## config.mk

```make
export PLATFORM = sky130hd
export DESIGN_NAME = ir_top_level
export DESIGN_NICKNAME = d
export VERILOG_FILES = /design/src/ir_pkg.sv /design/src/ir_nec_receiver.sv /design/src/ir_command_decoder.sv /design/src/uart_status_tx.sv /design/src/ir_top_level.sv
export SDC_FILE = /design/constraint.sdc
export NUM_CORES = 1
export LEC_CHECK = 0
export BUFFER_PORTS_ARGS = -buffer_cell sky130_fd_sc_hd__buf_2
export CAP_MARGIN = 20
export CORE_UTILIZATION = 56
export CTS_CLUSTER_DIAMETER = 30
export DETAILED_ROUTE_END_ITERATION = 8
export GPL_TIMING_DRIVEN = 0
export PLACE_DENSITY = 0.78
export SYNTH_ARGS = -nofsm -noshare
export SYNTH_HDL_FRONTEND = slang
export SYNTH_HIERARCHICAL = 1
export SYNTH_SLANG_ARGS = --single-unit
```

## constraint.sdc

```tcl
create_clock -name clock_50 -period 8.1 [get_ports clock_50]
set_clock_uncertainty 0.1 [all_clocks]
set_input_delay 0.405 -clock clock_50 [delete_from_list [all_inputs] [get_ports clock_50]]
set_output_delay 0.405 -clock clock_50 [all_outputs]
set_load 0.01 [all_outputs]
```

## src/ir_pkg.sv

```systemverilog
package ir_pkg;

    // Decoded NEC frame, first received bit lands in bit 0
    typedef struct packed {
        logic [7:0] inv_command;  // Bits 31..24
        logic [7:0] command;      // Bits 23..16
        logic [7:0] inv_address;  // Bits 15..8
        logic [7:0] address;      // Bits 7..0
    } ir_word_t;

    typedef logic [2:0] state_t;  // State control value

    // NEC lengths in units of one 562.5 us bit mark
    localparam int unsigned LEADER_MARK_UNITS  = 16;
    localparam int unsigned LEADER_SPACE_UNITS = 8;
    localparam int unsigned REPEAT_SPACE_UNITS = 4;  // Leader space of a repeat code
    localparam int unsigned BIT_MARK_UNITS     = 1;  // Mark ahead of every bit and the stop mark
    localparam int unsigned ZERO_SPACE_UNITS   = 1;
    localparam int unsigned ONE_SPACE_UNITS    = 3;

    // Remote command codes, low three bits give the state
    localparam logic [7:0] CMD_STOP    = 8'h40;
    localparam logic [7:0] CMD_FORWARD = 8'h41;
    localparam logic [7:0] CMD_BACK    = 8'h42;
    localparam logic [7:0] CMD_LEFT    = 8'h43;
    localparam logic [7:0] CMD_RIGHT   = 8'h44;
    localparam logic [7:0] CMD_SLOW    = 8'h45;
    localparam logic [7:0] CMD_FAST    = 8'h46;
    localparam logic [7:0] CMD_HOLD    = 8'h47;
    localparam logic [7:0] CMD_TOGGLE  = 8'h1F;  // Flips the toggle level

    // ASCII digit sent on the UART for a state
    function automatic logic [7:0] state_to_ascii(state_t state);
        return 8'h30 + {5'b00000, state};
    endfunction

endpackage

```

## src/ir_nec_receiver.sv

```systemverilog
`timescale 1ns/1ns

module ir_nec_receiver import ir_pkg::*; #(
    parameter int unsigned CLOCKS_PER_UNIT = 28125  // Clocks per 562.5 us unit
) (
    input  logic     clock_50,
    input  logic     reset,
    input  logic     ir_rxd,      // Low during an IR mark
    output logic     data_ready,  // One-cycle strobe per valid frame
    output ir_word_t ir_data      // Last valid frame, held
);

    // Tolerance is half a unit either way
    localparam int unsigned HALF_UNIT = CLOCKS_PER_UNIT / 2;
    localparam int unsigned CNT_W = $clog2((LEADER_MARK_UNITS + 1) * CLOCKS_PER_UNIT);

    typedef logic [CNT_W-1:0] count_t;

    localparam count_t LEAD_MARK_MIN  = count_t'(LEADER_MARK_UNITS * CLOCKS_PER_UNIT - HALF_UNIT);
    localparam count_t LEAD_MARK_MAX  = count_t'(LEADER_MARK_UNITS * CLOCKS_PER_UNIT + HALF_UNIT);
    localparam count_t LEAD_SPACE_MIN = count_t'(LEADER_SPACE_UNITS * CLOCKS_PER_UNIT - HALF_UNIT);
    localparam count_t LEAD_SPACE_MAX = count_t'(LEADER_SPACE_UNITS * CLOCKS_PER_UNIT + HALF_UNIT);
    localparam count_t BIT_MARK_MIN   = count_t'(BIT_MARK_UNITS * CLOCKS_PER_UNIT - HALF_UNIT);
    localparam count_t BIT_MARK_MAX   = count_t'(BIT_MARK_UNITS * CLOCKS_PER_UNIT + HALF_UNIT);
    localparam count_t ZERO_MIN       = count_t'(ZERO_SPACE_UNITS * CLOCKS_PER_UNIT - HALF_UNIT);
    localparam count_t ZERO_MAX       = count_t'(ZERO_SPACE_UNITS * CLOCKS_PER_UNIT + HALF_UNIT);
    localparam count_t ONE_MIN        = count_t'(ONE_SPACE_UNITS * CLOCKS_PER_UNIT - HALF_UNIT);
    localparam count_t ONE_MAX        = count_t'(ONE_SPACE_UNITS * CLOCKS_PER_UNIT + HALF_UNIT);

    typedef enum logic [2:0] {
        ST_IDLE,
        ST_LEAD_MARK,
        ST_LEAD_SPACE,
        ST_BIT_MARK,
        ST_BIT_SPACE,
        ST_CHECK      // Frame accepted, waits out the stop mark
    } rx_state_t;

    rx_state_t   state;
    logic        sync_1;
    logic        sync_2;       // Synchronised line level
    logic        sync_3;       // Previous level, for edge detection
    count_t      count;        // Clocks spent at the current level
    logic [4:0]  bit_count;    // Bits already shifted in
    logic [31:0] shift_reg;    // Frame under assembly, LSB first
    logic        mark_start;
    logic        bit_is_zero;
    logic        bit_is_one;
    logic        frame_ok;
    ir_word_t    frame_next;   // Shift register with the current bit added

    assign mark_start  = !sync_2 && sync_3;  // Falling edge, start of a mark
    assign bit_is_zero = (count >= ZERO_MIN) && (count <= ZERO_MAX);
    assign bit_is_one  = (count >= ONE_MIN) && (count <= ONE_MAX);
    assign frame_next  = ir_word_t'({bit_is_one, shift_reg[31:1]});

    // Both inverted bytes must be exact complements
    assign frame_ok = (frame_next.inv_address == ~frame_next.address) &&
                      (frame_next.inv_command == ~frame_next.command);

    always_ff @(posedge clock_50) begin
        if (reset) begin
            sync_1     <= 1'b1;  // Line idles high
            sync_2     <= 1'b1;
            sync_3     <= 1'b1;
            state      <= ST_IDLE;
            count      <= '0;
            bit_count  <= '0;
            data_ready <= 1'b0;
            ir_data    <= '0;
        end else begin
            sync_1     <= ir_rxd;
            sync_2     <= sync_1;
            sync_3     <= sync_2;
            data_ready <= 1'b0;
            count      <= count + 1'b1;  // Overridden on every level change

            case (state)
                ST_IDLE: begin
                    count <= count_t'(1);  // First low cycle already counts
                    if (mark_start)
                        state <= ST_LEAD_MARK;
                end

                ST_LEAD_MARK: begin
                    if (sync_2) begin
                        count <= count_t'(1);
                        if (count >= LEAD_MARK_MIN && count <= LEAD_MARK_MAX)
                            state <= ST_LEAD_SPACE;
                        else
                            state <= ST_IDLE;
                    end else if (count > LEAD_MARK_MAX) begin
                        state <= ST_IDLE;  // Line stuck low
                    end
                end

                // A repeat code has a short leader space and fails this window
                ST_LEAD_SPACE: begin
                    if (!sync_2) begin
                        count     <= count_t'(1);
                        bit_count <= '0;
                        if (count >= LEAD_SPACE_MIN && count <= LEAD_SPACE_MAX)
                            state <= ST_BIT_MARK;
                        else
                            state <= ST_IDLE;
                    end else if (count > LEAD_SPACE_MAX) begin
                        state <= ST_IDLE;
                    end
                end

                ST_BIT_MARK: begin
                    if (sync_2) begin
                        count <= count_t'(1);
                        if (count >= BIT_MARK_MIN && count <= BIT_MARK_MAX)
                            state <= ST_BIT_SPACE;
                        else
                            state <= ST_IDLE;
                    end else if (count > BIT_MARK_MAX) begin
                        state <= ST_IDLE;
                    end
                end

                // Space length decides the bit, the next mark ends it
                ST_BIT_SPACE: begin
                    if (!sync_2) begin
                        count <= count_t'(1);
                        if (!(bit_is_zero || bit_is_one)) begin
                            state <= ST_IDLE;
                        end else if (bit_count == 5'd31) begin
                            if (frame_ok) begin  // Stop mark has begun
                                ir_data    <= frame_next;
                                data_ready <= 1'b1;
                                state      <= ST_CHECK;
                            end else begin
                                state <= ST_IDLE;
                            end
                        end else begin
                            shift_reg <= frame_next;
                            bit_count <= bit_count + 1'b1;
                            state     <= ST_BIT_MARK;
                        end
                    end else if (count > ONE_MAX) begin
                        state <= ST_IDLE;  // Stretched space
                    end
                end

                ST_CHECK: begin
                    if (sync_2)
                        state <= ST_IDLE;  // Stop mark over
                end

                default: state <= ST_IDLE;
            endcase
        end
    end

endmodule

```

## src/ir_command_decoder.sv

```systemverilog
`timescale 1ns/1ns

module ir_command_decoder import ir_pkg::*; #(
    parameter logic [7:0] DEVICE_ADDRESS = 8'h00  // Address this board answers to
) (
    input  logic     clock_50,
    input  logic     reset,
    input  logic     data_ready,     // Frame strobe from the receiver
    input  ir_word_t ir_data,
    output state_t   state_control,
    output logic     toggle,
    output logic     state_update    // One-cycle strobe on every state load
);

    logic   frame_for_us;
    logic   [7:0] command;

    // Only frames to our address are acted on
    assign frame_for_us = data_ready && (ir_data.address == DEVICE_ADDRESS);
    assign command      = ir_data.command;

    always_ff @(posedge clock_50) begin
        if (reset) begin
            state_control <= '0;
            toggle        <= 1'b0;
            state_update  <= 1'b0;
        end else begin
            state_update <= 1'b0;
            if (frame_for_us) begin
                case (command)
                    // State commands, low three bits are the state
                    CMD_STOP,
                    CMD_FORWARD,
                    CMD_BACK,
                    CMD_LEFT,
                    CMD_RIGHT,
                    CMD_SLOW,
                    CMD_FAST,
                    CMD_HOLD: begin
                        state_control <= state_t'(command[2:0]);
                        state_update  <= 1'b1;  // Also on a repeated press
                    end

                    CMD_TOGGLE: begin
                        toggle <= ~toggle;  // No UART report
                    end

                    default: begin
                        // Unknown command, nothing changes
                    end
                endcase
            end
        end
    end

endmodule

```

## src/uart_status_tx.sv

```systemverilog
`timescale 1ns/1ns

module uart_status_tx import ir_pkg::*; #(
    parameter int unsigned BAUD_DIVISOR = 434  // Clocks per bit, 115200 at 50 MHz
) (
    input  logic   clock_50,
    input  logic   reset,
    input  logic   state_update,   // New state to report
    input  state_t state_control,
    output logic   uart_tx,        // 8N1 serial line, idles high
    output logic   busy            // Byte in flight
);

    localparam int unsigned BAUD_W = $clog2(BAUD_DIVISOR + 1);

    logic [BAUD_W-1:0] baud_count;
    logic [3:0]        bit_count;      // 0 start, 1..8 data, 9 stop
    logic [8:0]        shift_reg;      // Data bits then stop bit
    logic              pending_valid;  // One update waiting behind the current byte
    state_t            pending_state;
    logic              baud_tick;
    logic              byte_done;
    logic              can_start;

    assign baud_tick = (baud_count == BAUD_W'(BAUD_DIVISOR - 1));
    assign byte_done = busy && baud_tick && (bit_count == 4'd9);  // Stop bit ends
    assign can_start = !busy || byte_done;

    always_ff @(posedge clock_50) begin
        if (reset) begin
            uart_tx       <= 1'b1;
            busy          <= 1'b0;
            baud_count    <= '0;
            bit_count     <= '0;
            pending_valid <= 1'b0;
        end else if (can_start && (pending_valid || state_update)) begin
            // Start bit goes out next cycle
            uart_tx    <= 1'b0;
            busy       <= 1'b1;
            baud_count <= '0;
            bit_count  <= '0;
            if (pending_valid) begin
                shift_reg     <= {1'b1, state_to_ascii(pending_state)};
                pending_valid <= state_update;  // Update in the same cycle queues up
                pending_state <= state_control;
            end else begin
                shift_reg <= {1'b1, state_to_ascii(state_control)};
            end
        end else if (byte_done) begin
            busy       <= 1'b0;  // Line already high from the stop bit
            baud_count <= '0;
        end else if (busy) begin
            if (state_update) begin
                pending_valid <= 1'b1;  // Later update overwrites
                pending_state <= state_control;
            end
            if (baud_tick) begin
                baud_count <= '0;
                uart_tx    <= shift_reg[0];  // LSB first
                shift_reg  <= {1'b1, shift_reg[8:1]};
                bit_count  <= bit_count + 1'b1;
            end else begin
                baud_count <= baud_count + 1'b1;
            end
        end
    end

endmodule

```

## src/ir_top_level.sv

```systemverilog
`timescale 1ns/1ns

module ir_top_level import ir_pkg::*; #(
    parameter int unsigned CLOCKS_PER_UNIT = 28125,  // 562.5 us at 50 MHz
    parameter logic [7:0]  DEVICE_ADDRESS  = 8'h00,
    parameter int unsigned BAUD_DIVISOR    = 434     // 115200 baud
) (
    input  logic     clock_50,       // Board clock
    input  logic     reset,
    input  logic     ir_rxd,         // Demodulated IR, low during a mark
    output logic     uart_tx,        // Status digits out
    output logic     uart_busy,
    output state_t   state_control,
    output logic     toggle,
    output ir_word_t ir_out          // Last valid frame
);

    logic data_ready;    // Receiver frame strobe
    logic state_update;  // Decoder state strobe

    // NEC frame decode and complement check
    ir_nec_receiver #(
        .CLOCKS_PER_UNIT(CLOCKS_PER_UNIT)
    ) ir_nec_receiver_inst (
        .clock_50  (clock_50),
        .reset     (reset),
        .ir_rxd    (ir_rxd),
        .data_ready(data_ready),
        .ir_data   (ir_out)
    );

    // Address filter and command mapping
    ir_command_decoder #(
        .DEVICE_ADDRESS(DEVICE_ADDRESS)
    ) ir_command_decoder_inst (
        .clock_50     (clock_50),
        .reset        (reset),
        .data_ready   (data_ready),
        .ir_data      (ir_out),
        .state_control(state_control),
        .toggle       (toggle),
        .state_update (state_update)
    );

    // One ASCII digit per state change
    uart_status_tx #(
        .BAUD_DIVISOR(BAUD_DIVISOR)
    ) uart_status_tx_inst (
        .clock_50     (clock_50),
        .reset        (reset),
        .state_update (state_update),
        .state_control(state_control),
        .uart_tx      (uart_tx),
        .busy         (uart_busy)
    );

endmodule

```

==> results.sh <==
export IMPL_gr_total_overflow=0
export IMPL_drt_iter0_drc=540
export IMPL_core_area_mm2=0.01089
export IMPL_synth_fa_ha_area_frac=0.01958
export IMPL_synth_fp_nets=644
export IMPL_async_reset_ff_frac=0
export IMPL_fin_nets=705
export IMPL_final_cells=846
export IMPL_cts_sinks=126
export IMPL_ys_warn_count=6
export IMPL_synth_xor_area_frac=0.06274
export IMPL_slew_headroom=0.4225
export IMPL_drv_cap=0
export IMPL_synthCells=632
export IMPL_drc_errors=0
export IMPL_power_density_mw_per_mm2=189.9
export IMPL_die_width_um=107.7
export IMPL_antenna_found_initial=0
export IMPL_grt_usage=0.2737
export IMPL_met2_length_um=7127
export IMPL_drt_met1_wl_um=6693
export IMPL_path_class="reg2reg"
export IMPL_period_share=0.4488
export IMPL_final_max_slew_viol_count=0
export IMPL_fp_dieH_um=107.7
export IMPL_postSynthAreaPerCell_um2=9.909
export IMPL_htreeDepth=4
export IMPL_start_kind="flop"
export IMPL_synth_seq_cells=126
export IMPL_hp_class="in2reg"
export IMPL_synth_edff_count=42
export IMPL_dr_wl_met3_um=816
export IMPL_hold_viol_final=0
export IMPL_clk_pin_slew_ns=0.06
export IMPL_synth_compound_area_frac=0.1570
export IMPL_root_buffer="clkbuf_8"
export IMPL_path_max_fanout=16
export IMPL_clk_latency_ns=0.53
export IMPL_clockBufferDepth=2
export IMPL_place_inst=813
export IMPL_tritoncts="yes"
export IMPL_setup_viol=0
export IMPL_end_kind="flop"
export IMPL_fin_crit_ns=3.635
export IMPL_synth_cell_type_count=79
export IMPL_synthMuxAreaShare=0.01459
export IMPL_wl_um=14940
export IMPL_ant_nets=0
export IMPL_syn_area_mm2=0.006262
export IMPL_largest_register_ffs=32
export IMPL_yosys_area_share_simple=0.2238
export IMPL_max_stage_delay_ns=0.66
export IMPL_path_cells="buf_2 > inv_1 > ha_1 > o311ai_1 > a2111oi_4 > o221ai_4 > a21oi_1 > nand2_1 > nor2_2 > buf_8"
export IMPL_vias_per_cell=6.169
export IMPL_crit_arrival_ns=3.77
export IMPL_dr_pass1_iters=5
export IMPL_hold_slack_ns=0.1103
export IMPL_outcome="complete, no violations"
export IMPL_routabilityCongestion=0.9217
export IMPL_grt_pass1_vias=4940
export IMPL_tns_ns=0
export IMPL_grt_first_pass_wirelength_um=24350
export IMPL_portBuffers=40
export IMPL_start_util=0.5752
export IMPL_cts_resized=0
export IMPL_areaGrowthSynthToFinish_pct=15.14
export IMPL_synth_ff_type="dfxtp_1"
export IMPL_n_antenna_cell=0
export IMPL_rsz0062_at_grt="false"
export IMPL_numCtsBuffers=17
export IMPL_grt_max_degree=17
export IMPL_synth_seq_area_share=0.4699
export IMPL_max_freq_mhz=275.1
export IMPL_highest_layer="met4"
export IMPL_tightest_slew_ns=0.8583
export IMPL_p_leak_nw=2.574
export IMPL_dp_hpwl_um=10610
export IMPL_crit_required_ns=8.23
export IMPL_routed_via_count=5219
export IMPL_synth_top_family_by_area="simple AND/OR/NAND/NOR gates"
export IMPL_cp_slowest_cell="nor2_2"
export IMPL_wire_per_inst_um=17.66
export IMPL_drive_above_1_share=0.1756
export IMPL_io_pins=41
export IMPL_dieArea_mm2=0.01161
export IMPL_fp_row_count=38
export IMPL_ir_worst_vdd_mv=0.1635
[worst max-delay path: cells and delay by family (launching register included)]
family	cells	cell delay, ns
buffers and inverters	3	0.55
AOI/OAI and AO/OA	4	1.35
adders and majority gates	1	0.18
DFF	1	0.33
and+or+nand+nor	2	0.83
[report_power, final]
part           internal, mW  switching (mW)
clock network         0.434           0.270
logic               0.00435          0.0105
registers             0.650        0.000553
total                  1.09           0.281
[cell usage after synthesis (all sizes together), types with 9 or more instances]
cell type | instances | share of area
nor4 | 11 | 0.013
o31ai | 34 | 0.041
nand4 | 47 | 0.047
ha | 9 | 0.018
nor2 | 56 | 0.034
nand2 | 27 | 0.017
buf | 32 | 0.031
o211ai | 9 | 0.012
clkbuf | 19 | 0.011
dfxtp | 84 | 0.27
edfxtp | 42 | 0.20
a21oi | 54 | 0.044
nand2b | 12 | 0.012
xor2 | 30 | 0.043
inv | 16 | 0.0096
nor3 | 14 | 0.011
nand3 | 19 | 0.015
xnor2 | 14 | 0.020
[placed cells by master (no fill, tap or decap), drive strengths merged, types with 19 or more instances in the layout]
cell type   n
xor2       30
nand2      27
a21oi      54
dfxtp      84
edfxtp     42
clkbuf     39
nand3      19
nor2       56
buf        73
nand4      47
o31ai      34
[cell families after synthesis]
| group | Yosys count |
|---|---|
| xor+xnor | 44 |
| buf+inv | 68 |
| mux | 9 |
| fa+ha+maj | 10 |
| simple gates | 240 |
| compound gates | 135 |
| flops | 126 |
[per-layer routing]
layer  vias up  GRT usage
met5         -          0
met4         0     0.1027
met3        27    0.07567
met2       181     0.4286
met1      2527     0.3589
li1       2484          -
[cell type report]
| cell class | instances | area, um^2 |
|---|---|---|
| buffer | 51 | 264.0 |
| clock buffer | 20 | 425.4 |
| clock inverter | 12 | 120.1 |
| fill | 871 | 3677 |
| inverter | 17 | 63.81 |
| multi-input combinational | 438 | 2994 |
| sequential | 126 | 2943 |
| tap | 140 | 175.2 |
| timing repair buffer | 42 | 225.2 |
[path summary, 6_finish.rpt]
kind | startpoint | end | slack [ns] | cells after the start
min | reset | ir_command_decoder_inst/state_update | 0.11 | 2
max | ir_nec_receiver_inst/count[1] | ir_nec_receiver_inst/shift_reg[10] | 4.46 | 10
min reg2reg | ir_nec_receiver_inst/sync_1 | ir_nec_receiver_inst/sync_2 | 0.31 | 1
max reg2reg | ir_nec_receiver_inst/count[1] | ir_nec_receiver_inst/shift_reg[10] | 4.46 | 10
[what timing repair did]
| action | CTS | global route |
|---|---|---|
| endpoints found under the hold margin | 1 | 0 |
| hold buffers | 1 | 0 |
| setup buffers | 0 | 0 |
[stage by stage]
step | setup slack (ns) | instance area (um^2) | power, mW | utilization
floorplan | 4.302 | 6262 | 0.6730 | -
detailed placement | 4.459 | 6655 | 0.6782 | 0.6112
global route | 4.222 | 7211 | 1.410 | 0.6623
finish | 4.465 | 7211 | 1.369 | 0.6623
global placement | 3.582 | 6638 | 0.6777 | 0.6096
CTS | 4.467 | 7211 | 1.381 | 0.6623
No activity file was read; power rests on OpenSTA's default activity.
